[config.mk]
export PLATFORM = sky130hd
export DESIGN_NAME = hazard_unit
export DESIGN_NICKNAME = d
export VERILOG_FILES = /design/src/mips_pkg.sv /design/src/hazard_unit.sv
export SDC_FILE = /design/constraint.sdc
export NUM_CORES = 1
export LEC_CHECK = 0
export ABC_CLOCK_PERIOD_IN_PS = 1300
export BUFFER_PORTS_ARGS = -buffer_cell sky130_fd_sc_hd__buf_4
export CAP_MARGIN = 20
export CORE_MARGIN = 3
export CORE_UTILIZATION = 36
export DETAILED_ROUTE_END_ITERATION = 12
export PLACE_DENSITY = 0.8
export SLEW_MARGIN = 20
export SYNTH_ARGS = -nofsm -noshare
export SYNTH_HDL_FRONTEND = slang
export SYNTH_SLANG_ARGS = --single-unit
[constraint.sdc]
create_clock -name vclk -period 1.3
set_input_delay 0.13 -clock vclk [all_inputs]
set_output_delay 0.13 -clock vclk [all_outputs]
set_load 0.01 [all_outputs]
[src/mips_pkg.sv]
package mips_pkg;

    typedef logic [31:0] word_t;      // data / address word
    typedef logic [4:0]  reg_addr_t;  // register number

    localparam int REG_COUNT = 32;    // gpr count

    // ------------------------------
    // instruction word fields
    localparam int OP_MSB    = 31;
    localparam int OP_LSB    = 26;
    localparam int RS_MSB    = 25;    // also top of the j target field
    localparam int RS_LSB    = 21;
    localparam int RT_MSB    = 20;
    localparam int RT_LSB    = 16;
    localparam int RD_MSB    = 15;
    localparam int RD_LSB    = 11;
    localparam int FUNCT_MSB = 5;
    localparam int FUNCT_LSB = 0;
    localparam int IMM_MSB   = 15;
    localparam int IMM_LSB   = 0;

    // ------------------------------
    // encodings
    typedef enum logic [5:0] {
        OP_RTYPE = 6'h00,
        OP_J     = 6'h02,
        OP_BEQ   = 6'h04,
        OP_ADDI  = 6'h08,
        OP_LW    = 6'h23,
        OP_SW    = 6'h2b
    } opcode_e;

    typedef enum logic [5:0] {
        FN_ADD = 6'h20,
        FN_SUB = 6'h22,
        FN_AND = 6'h24,
        FN_OR  = 6'h25,
        FN_SLT = 6'h2a
    } funct_e;

    typedef enum logic [2:0] {ALU_ADD, ALU_SUB, ALU_AND, ALU_OR, ALU_SLT} alu_op_e;

    typedef enum logic [1:0] {
        FWD_NONE   = 2'b00,  // register file value
        FWD_MEM_WB = 2'b01,  // write-back value
        FWD_EX_MEM = 2'b10   // alu result one stage ahead
    } fwd_sel_e;

endpackage

[src/hazard_unit.sv]
`timescale 1ns/1ps

module hazard_unit
    import mips_pkg::*;
(
    input  reg_addr_t rs_id,
    input  reg_addr_t rt_id,
    input  logic      branch_id,
    input  logic      ex_mem_read,
    input  logic      ex_reg_write,
    input  reg_addr_t ex_dest,
    input  reg_addr_t ex_rs,
    input  reg_addr_t ex_rt,
    input  logic      mem_reg_write,
    input  logic      mem_mem_read,
    input  reg_addr_t mem_dest,
    input  logic      wb_en,
    input  reg_addr_t wb_addr,
    output logic      stall,
    output fwd_sel_e  fwd_a,
    output fwd_sel_e  fwd_b,
    output fwd_sel_e  fwd_c,
    output fwd_sel_e  fwd_d
);

    logic load_use;
    logic branch_ex;     // beq operand still in execute
    logic branch_load;   // beq operand loading in memory
    logic mem_hit_a;
    logic mem_hit_b;
    logic wb_hit_a;
    logic wb_hit_b;

    // ------------------------------
    // stalls
    assign load_use    = ex_mem_read && (ex_rt != '0) && (ex_rt == rs_id || ex_rt == rt_id);
    assign branch_ex   = branch_id && ex_reg_write && (ex_dest != '0)
                         && (ex_dest == rs_id || ex_dest == rt_id);
    assign branch_load = branch_id && mem_mem_read && (mem_dest != '0)
                         && (mem_dest == rs_id || mem_dest == rt_id);
    assign stall       = load_use || branch_ex || branch_load;

    // ------------------------------
    // forward selects, ex/mem first
    assign mem_hit_a = mem_reg_write && (mem_dest != '0) && (mem_dest == ex_rs);
    assign mem_hit_b = mem_reg_write && (mem_dest != '0) && (mem_dest == ex_rt);
    assign wb_hit_a  = wb_en && (wb_addr != '0) && (wb_addr == ex_rs);
    assign wb_hit_b  = wb_en && (wb_addr != '0) && (wb_addr == ex_rt);

    assign fwd_a = mem_hit_a ? FWD_EX_MEM : (wb_hit_a ? FWD_MEM_WB : FWD_NONE);
    assign fwd_b = mem_hit_b ? FWD_EX_MEM : (wb_hit_b ? FWD_MEM_WB : FWD_NONE);

    // decode side, wb handled by register file write-through
    assign fwd_c = (mem_reg_write && mem_dest != '0 && mem_dest == rs_id) ? FWD_EX_MEM : FWD_NONE;
    assign fwd_d = (mem_reg_write && mem_dest != '0 && mem_dest == rt_id) ? FWD_EX_MEM : FWD_NONE;

endmodule

-- After elaboration in Yosys (flattened, before gate mapping)
Index checks and enable logic that the tools add are counted.
Widths: inputs -> output; s select.
- reduce and logical (&&, ||, !) cells: 25
- equality and inequality tests: 10
- multiplexer cells: 6
- operator list (operator ; count):
    $eq 5x5->1 ; 10
    $reduce_bool 5->1 ; 4
    $logic_and 1x1->1 ; 16
    $mux 2 ; 4
    $logic_or 1x1->1 ; 5
    $mux 1 ; 2
- bits of input ports: 41
- output and inout bits: 9
- register bits after elaboration: 0
- logic and storage cells: 41

-- Depth between registers and ports, before layout
Gate-level depths: netlist of the first run.
- depth after elaboration: 5
- depth in mapped cells: 6
- gate-level depth less buffers: 5

-- Worst setup path before layout of the first run
Ideal clock, no wire load.
- path type: in2out
- start: input ex_rt[0]
- end: output fwd_b[0]
- data arrival time: 1141 ps
- required time: 1170 ps
- stages on the path: 4
- setup slack: 29 ps
- path buffers: 1
- path through: buf_2 xor2_1 or4_1 nor4_2
- word-level cells in the longest chain between the ends: 4
- elaborated cells between the ends (all ways): 6
- those cells by class: eq/ne (2); mux (2); reduce/logical (2)
- ends and longest elaborated chain (what ; line ; source):
    start: declaration ; hazard_unit.sv:13 ; input reg_addr_t ex_rt,
    $eq 5x5->1 ; hazard_unit.sv:48 ; assign wb_hit_b = wb_en && (wb_addr != '0) && (wb_addr == ex_rt);
    $logic_and 1x1->1 ; hazard_unit.sv:48 ;
    $mux 1 ; hazard_unit.sv:51 ; assign fwd_b = mem_hit_b ? FWD_EX_MEM : (wb_hit_b ? FWD_MEM_WB : FWD_NONE);
    $mux 2 (*) ; hazard_unit.sv:51 ;
    end: declaration ; hazard_unit.sv:21 ; output fwd_sel_e fwd_b,
Mark *: on every way between the ends. The rest lies on a longest branch, timed or not.

-- Final worst setup path of the first run
- start: input wb_addr[3]
- end: output fwd_a[0]
- word-level cells in the longest chain between the ends: 5
- elaborated cells between the ends (all ways): 6
- those cells by class: eq/ne (1); mux (2); reduce/logical (3)
- ends and longest elaborated chain (what ; line ; source):
    start: declaration ; hazard_unit.sv:18 ; input reg_addr_t wb_addr,
    $reduce_bool 5->1 ; hazard_unit.sv:47 ; assign wb_hit_a = wb_en && (wb_addr != '0) && (wb_addr == ex_rs);
    $logic_and 1x1->1 ; hazard_unit.sv:47 ;
    $logic_and 1x1->1 (*) ; hazard_unit.sv:47 ;
    $mux 1 (*) ; hazard_unit.sv:50 ; assign fwd_a = mem_hit_a ? FWD_EX_MEM : (wb_hit_a ? FWD_MEM_WB : FWD_NONE);
    $mux 2 (*) ; hazard_unit.sv:50 ;
    end: declaration ; hazard_unit.sv:20 ; output fwd_sel_e fwd_a,
Marked as above.

==> results.tsv, run 1 <==
metric	value	unit
number of antenna cells inserted	0	
RSZ-0062 raised after global routing	true	
Peak Freq	0.712	GHz
critical path arrival	1280	ps
Die Ht	51.7	um
largest net degree at the start of global routing	6	
Iter 0 DRT Violations	14	
drt total wl	3.09	mm
Rows	15	
Synth cell types	19	
FF+latch count	0	
Hold Path Class	in -> out	
maximum fanout along the worst path	2	
hold_buf cts	0	
commonest non-fill, non-tap cell in the layout	buf_4	
Final Setup Violations	3	
DRT antenna net count	0	
peak ir drop on the vdd network	250	uV
die width	51.7	um
critical setup path kind	in -> out	
# nets final	196	
average footprint of a synthesized cell	7.51	um^2
Initial Utilization	40.8	%
Seq/Total Area, Yosys	0	%
P&R area growth vs syn	96.2	%
Max Cap Viol	0	
Post-DP HPWL	2.07	mm
DIE AREA	0.00267	mm^2
Register Area	0	um^2
number of remaining DRC errors	0	
share of layout cells above drive strength 1	66.0	%
Final Hold Viols	0	
Fillers	116	
final instance area	0.00147	mm^2
Core ar.	0.00184	mm^2
Ys Warns	0	
vias per inst	5.16	
first-pass GRT wire length	3.91	mm
most frequent cells in the layout	50 x buf_4, 22 x xor2_1, 15 x buf_6	
final max-slew violation count	0	
I/O Buffers	48	
Total GRT Usage	18.9	%
vias in the first global route	855	
Data required, critical path	1170	ps
Pleak	0.646	nW
Startpoint Class	input port	
period utilization	108	%
hold_ws	610	ps
Non-Filler Instances	178	
Post-Syn Area	751	um^2
Final WS setup	-105	ps
Avg WL per Cell	17.3	um
placed cell areas	0.00118	mm^2
power density cells	344	mW/mm^2
outcome	finished with violations	
crit path time final	1410	ps
via count	919	
Ports	50	
critical path endpoint category	output pin	
clock buffer count	0	
RePlAce Congestion	0.804	
Pre-antenna DRT Iters	4	
Syn Inst Count	100	
placed insts	177	
failing checks	setup timing	
initial antenna violation count	0	
Overflow after GRT	0	
final timing paths:
kind        start        to  slack [ps]  cells past startpoint
max    wb_addr[3]  fwd_a[0]        -110                      6
min   ex_mem_read     stall         610                      4
where the power goes:
| part | total (W) | switching [W] | internal, W |
|---|---|---|---|
| clock | 0 | 0 | 0 |
| sequential | 0 | 0 | 0 |
| combinational | 0.000507 | 0.000232 | 0.000275 |
| total | 0.000507 | 0.000232 | 0.000275 |
per-stage QoR:
stage | util, % | setup slack [ps] | TNS, ps | power [W]
final | 80.1 | -105 | -252 | 0.000507
after global routing | 80.1 | -157 | -524 | 0.000537
after CTS | 68.8 | -69.9 | -154 | 0.000409
after detailed placement | 64.1 | -129 | -485 | 0.000378
after global placement | 64.1 | -103 | -353 | 0.000370
after floorplan | - | 29.2 | 0 | 0.000201
kinds of logic after synthesis:
group	count (synthesis)	synth area share, %
other cells	1	0.500
simple gates	30	23.5
buf+inv	14	12.7
xor+xnor	50	58.3
compound gates	5	5.00
critical path, stage by stage:
cell and delay [ps]:
buf_6 100, or4_4 520, o21ai_2 180, or4_4 160, nor4_4 30, buf_4 150
layer usage:
layer	share of wire [%]	routed length (um)	track usage, %
met5	0	0	0
met3	4.1	127	0.573
met2	52	1610	33.1
met4	2.4	74	3.93
met1	41	1270	25.6
cell type report:
class	instances	area, um^2	share of cell area [%]
multi-input combinational	87	882	59.9
timing repair buffer	66	559	38.0
tap	25	31.3	2.12
Yosys cell counts:
cell | instances | area share, %
xnor2_1 | 28 | 33
xor2_1 | 22 | 26
nand3_1 | 9 | 6.0
buf_4 | 8 | 8.0
nor3_1 | 5 | 3.3
or4_1 | 5 | 5.0
buf_2 | 4 | 2.7
nand2_1 | 4 | 2.0
nor2b_1 | 2 | 1.7
nor4_1 | 2 | 1.7
nor4_2 | 2 | 3.3
o2111ai_1 | 2 | 2.3
buf_6 | 1 | 1.5
clkbuf_1 | 1 | 0.50
conb_1 | 1 | 0.50
nor2_1 | 1 | 0.50
o21ai_1 | 1 | 0.67
o221ai_1 | 1 | 1.2
o22ai_1 | 1 | 0.83
what timing repair did:
item | 4_1_cts | 5_1_grt
resized for setup | 19 | 34
setup endpoints to repair | 5 | 6
hold endpoints to repair | 0 | 0
setup buffers | 0 | 1
cloned | 0 | 0
pin swaps | 11 | 23
(Power assumes the default switching activity.)
==> run 2, diff against run 1 <==
PLACE_DENSITY = 0.71   (was 0.8)
RECOVER_POWER = 100   (was default)
==> run 2 against run 1 <==
Compared with the run above: the flow still finishes with violations (setup timing); global-route usage grew 0.68 points; flip-flop and latch count is the same; non-clock buffer count grew 5; count of clock-buffer cells in the layout is the same; largest power group unchanged; via count up 0.76%; power fell by 1.4%; final area is 1.2% lower; routed wire length decreased by 1.3%; fmax shrank 2.8%; core utilization decreased by 0.95 points; setup slack worse by 41 ps.
==> results.tsv, run 2 (synthesis results as in run 1) <==
metric	value	unit	change
commonest non-fill, non-tap cell in the layout	buf_4		
Fillers	116		unchanged
period utilization	111	%	+3.1 points
Final Setup Violations	4		+1
critical setup path kind	in -> out		
Net Sw Frac	43.6	%	-2.1 points
Die Ht	51.7	um	unchanged
Avg WL per Cell	16.6	um	-4.0%
I/O Buffers	48		unchanged
vias in the first global route	863		+0.94%
power density cells	343	mW/mm^2	-0.25%
Final WS setup	-146	ps	-40.9 ps
crit path time final	1450	ps	+40.9 ps
initial antenna violation count	0		unchanged
RePlAce Congestion	0.828		+3.0%
Rows	15		unchanged
Overflow after GRT	0		unchanged
hold path start	ex_mem_read		
placed insts	182		+2.8%
peak ir drop on the vdd network	245	uV	-2.0%
vias per inst	5.06		-2.0%
via count	926		+0.76%
Hold EP	stall		
Pint	0.000282	W	+2.3%
share of layout cells above drive strength 1	60.1	%	-5.9 points
final max-slew violation count	0		unchanged
Peak Freq	0.691	GHz	-2.8%
Max Cap Viol	0		unchanged
DRT antenna net count	0		unchanged
Worst Hold Depth	4		unchanged
Initial Utilization	40.8	%	unchanged
number of remaining DRC errors	0		unchanged
Startpoint Class	input port		
largest net degree at the start of global routing	6		unchanged
Pleak	0.640	nW	-0.84%
Final Hold Viols	0		unchanged
Data required, critical path	1170	ps	about the same
die width	51.7	um	unchanged
P&R area growth vs syn	93.8	%	
Post-DP HPWL	2.25	mm	+8.9%
number of antenna cells inserted	0		unchanged
FF+latch count	0		unchanged
maximum fanout along the worst path	4		+2
Register Area	0	um^2	unchanged
# nets final	201		+2.6%
Overall Power	0.000500	W	-1.4%
critical path arrival	1320	ps	+40 ps
Total GRT Usage	19.6	%	+0.68 points
Comb pwr share	100.0	%	about the same
drt total wl	3.04	mm	-1.3%
Reg power frac	0	%	unchanged
Switch Pwr	0.000218	W	-5.9%
most frequent cells in the layout	57 x buf_4, 22 x xor2_1, 20 x xnor2_1		
outcome	finished with violations		
final instance area	0.00146	mm^2	-1.2%
critical path endpoint category	output pin		
Non-Filler Instances	183		+2.8%
DIE AREA	0.00267	mm^2	unchanged
Core ar.	0.00184	mm^2	unchanged
Iter 0 DRT Violations	20		+6
Pre-antenna DRT Iters	4		unchanged
Clock power frac	0	%	unchanged
failing checks	setup timing		
first-pass GRT wire length	4.06	mm	+3.9%
placed cell areas	0.00122	mm^2	+3.2%
Ports	50		unchanged
Hold Path Class	in -> out		
clock buffer count	0		unchanged
final core occ	79.1	%	-0.95 points
RSZ-0062 raised after global routing	true		
run 2: cell types whose count changed in the layout (fill, tap and decap cells not counted), moves of 3 or more:
cell and delta:
buf_6 -6, buf_12 +3, xnor2_2 -7, xnor2_1 +6, buf_4 +7
run 2: metal layers:
| metal | track usage, % | wire length (um) | up-vias |
|---|---|---|---|
| li1 | - | - | 445 |
| met4 | 0 | 17 | 0 |
| met2 | 35.2 | 1620 | 31 |
| met5 | 0 | 0 | - |
| met1 | 27.4 | 1270 | 448 |
| met3 | 0.573 | 139 | 2 |
run 2: timing repair:
| item | 4_1_cts | 5_1_grt |
|---|---|---|
| endpoints found under the setup margin | 5 | 6 |
| cloned | 0 | 0 |
| hold buffers | 0 | 0 |
| setup buffers | 1 | 0 |
| pin swaps | 11 | 16 |
| gates resized for setup | 12 | 36 |
run 2: how the worst max path moves through the flow:
stage | cells after the start | from | end
after floorplan | 4 | ex_rt[0] | fwd_b[0]
after global placement | 8 | mem_dest[0] | fwd_b[0]
after detailed placement | 6 | wb_addr[1] | fwd_a[0]
after CTS | 6 | wb_addr[2] | fwd_b[0]
after global routing | 8 | ex_rt[4] | fwd_b[0]
final | 8 | ex_rt[4] | fwd_b[0]
run 2: stage by stage:
stage / hold slack [ps] / setup slack (ps) / setup TNS (ps)
4_1_cts: 636 / -99.0 / -211
3_5_place_dp: 628 / -136 / -431
2_1_floorplan: 420 / 29.2 / 0
5_1_grt: 623 / -236 / -659
3_3_place_gp: 637 / -89.9 / -290
6_report: 611 / -146 / -384
run 2: power by group through the flow:
stage	clock, W	sequential (W)	combinational [W]
global placement	0	0	0.000383
finish	0	0	0.000500
CTS	0	0	0.000422
detailed placement	0	0	0.000394
floorplan	0	0	0.000201
global route	0	0	0.000531
run 2: cell type report:
class	count	area (um^2)	share of cell area, %
repair buffers	71	619	42.6
well taps	25	31.3	2.15
multi-input cells	87	805	55.3
run 2: critical path, stage by stage:
cell	delay, ps
buf_4	130
buf_4	130
xnor2_2	110
nand3_1	120
nor4_1	310
buf_4	180
nor4_2	40
buf_4	140
==> run 3, diff against run 2 <==
ABC_CLOCK_PERIOD_IN_PS = 1200   (was 1300)
PLACE_DENSITY = default   (was 0.71)
PLACE_DENSITY_LB_ADDON = 0.3   (was default)
clock period = 1.2 ns   (was 1.3 ns; I/O delays follow)
==> run 3 against run 2 <==
Compared with the run above: the flow still finishes with violations (setup timing); via count shrank 0.22%; critical endpoint is now fwd_a[0]; critical path depth shrank 1; largest cell class unchanged; critical path type unchanged; power grew 7.7%; die area is the same; largest power group unchanged; hold slack gained 24 ps; routed wire length grew 0.39%; core utilization shrank 0.61 points; first-iteration DRC count shrank 45%; global-route usage grew 0.28 points; sequential share of layout area is the same; flip-flop and latch count is the same; combinational power grew 7.6%.
==> results.tsv, run 3 (synthesis results as in run 1) <==
metric	value	unit	change
failing checks	setup timing		
final max-slew violation count	0		unchanged
commonest non-fill, non-tap cell in the layout	buf_4		
initial antenna violation count	0		unchanged
DIE AREA	0.00267	mm^2	unchanged
vias in the first global route	909		+5.3%
RePlAce Congestion	0.843		+1.8%
number of remaining DRC errors	0		unchanged
setup_tns	-609	ps	-224 ps
vias per inst	5.13		+1.4%
FF+latch count	0		unchanged
Fillers	136		+17%
RSZ-0062 raised after global routing	true		
period utilization	118	%	
Post-DP HPWL	2.09	mm	-6.8%
final core occ	78.5	%	-0.61 points
placed insts	180		-1.1%
critical setup path kind	in -> out		
Pre-antenna DRT Iters	4		unchanged
Non-Filler Instances	180		-1.6%
Register Area	0	um^2	unchanged
Ports	50		unchanged
Data required, critical path	1080	ps	-90 ps
Placement Setup Slack	-194	ps	-57.9 ps
Startpoint Class	input port		
first-pass GRT wire length	4.24	mm	+4.6%
number of antenna cells inserted	0		unchanged
Overall Power	0.000538	W	+7.7%
die width	51.7	um	unchanged
critical path endpoint category	output pin		
Final WS setup	-219	ps	-73.1 ps
hold_buf cts	0		unchanged
Peak Freq	0.705	GHz	
crit path time final	1420	ps	
Pleak	0.623	nW	-2.7%
Max Cap Viol	0		unchanged
peak ir drop on the vdd network	208	uV	-15%
power density cells	373	mW/mm^2	+8.5%
DRT antenna net count	0		unchanged
largest net degree at the start of global routing	6		unchanged
P&R area growth vs syn	92.3	%	
CP Launch Point	mem_dest[0]		
CP Capture Point	fwd_a[0]		
critical path arrival	1300	ps	-20 ps
Iter 0 DRT Violations	11		-45%
Rows	15		unchanged
Avg WL per Cell	17.0	um	+2.1%
clock buffer count	0		unchanged
outcome	finished with violations		
most frequent cells in the layout	47 x buf_4, 22 x xor2_1, 20 x xnor2_1, 20 x buf_6		
Core ar.	0.00184	mm^2	unchanged
via count	924		-0.22%
Hold Path Class	in -> out		
Final Setup Violations	5		+1
Overflow after GRT	0		unchanged
maximum fanout along the worst path	5		+1
Initial Utilization	40.8	%	unchanged
drt total wl	3.06	mm	+0.39%
Total GRT Usage	19.8	%	+0.28 points
Die Ht	51.7	um	unchanged
# nets final	198		-1.5%
Final Hold Viols	0		unchanged
I/O Buffers	48		unchanged
share of layout cells above drive strength 1	61.3	%	+1.2 points
## run 3: repair_timing
item	CTS	global route
setup endpoints to repair	7	7
endpoints found under the hold margin	0	0
pin swaps	11	16
resized for setup	24	22
buffers inserted	0	0
## run 3: per-stage QoR
step | instance area [um^2] | hold WS, ps
6_report | 1440 | 635
5_1_grt | 1440 | 638
4_1_cts | 1330 | 605
3_5_place_dp | 1220 | 616
3_3_place_gp | 1220 | 616
2_1_floorplan | 769 | 400
## run 3: how the worst min path moves through the flow
stage                     slack (ps)  cells past startpoint         start     to
after detailed placement         620                      4     branch_id  stall
after floorplan                  400                      2   ex_mem_read  stall
after global placement           620                      4  ex_reg_write  stall
final                            640                      4   ex_mem_read  stall
after global routing             640                      4   ex_mem_read  stall
after CTS                        610                      4  ex_reg_write  stall
## run 3: area by class of cell
type,count,area (um^2),share of cell area [%]
Multi-Input combinational cell,87,827,57.3
Tap cell,25,31.3,2.17
Timing Repair Buffer,68,586,40.6
## run 3: metal layers
metal	GRT usage [%]	part of all wire, %	vias to the layer above
met2	34.5	52	30
met1	28.2	42	451
met5	0	0	-
li1	-	-	441
met4	0.873	0.62	0
met3	0.860	5.1	2
## run 3: worst max-delay path: stages
cell and delay, ps:
buf_6 110, nor3_1 230, nand2_1 130, nand2_2 140, nor4_4 70, nor4_2 320, buf_4 180
## run 3: power breakdown
part | switching (W) | total [W] | internal, W
sequential | 0 | 0 | 0
clock | 0 | 0 | 0
combinational | 0.000244 | 0.000538 | 0.000294
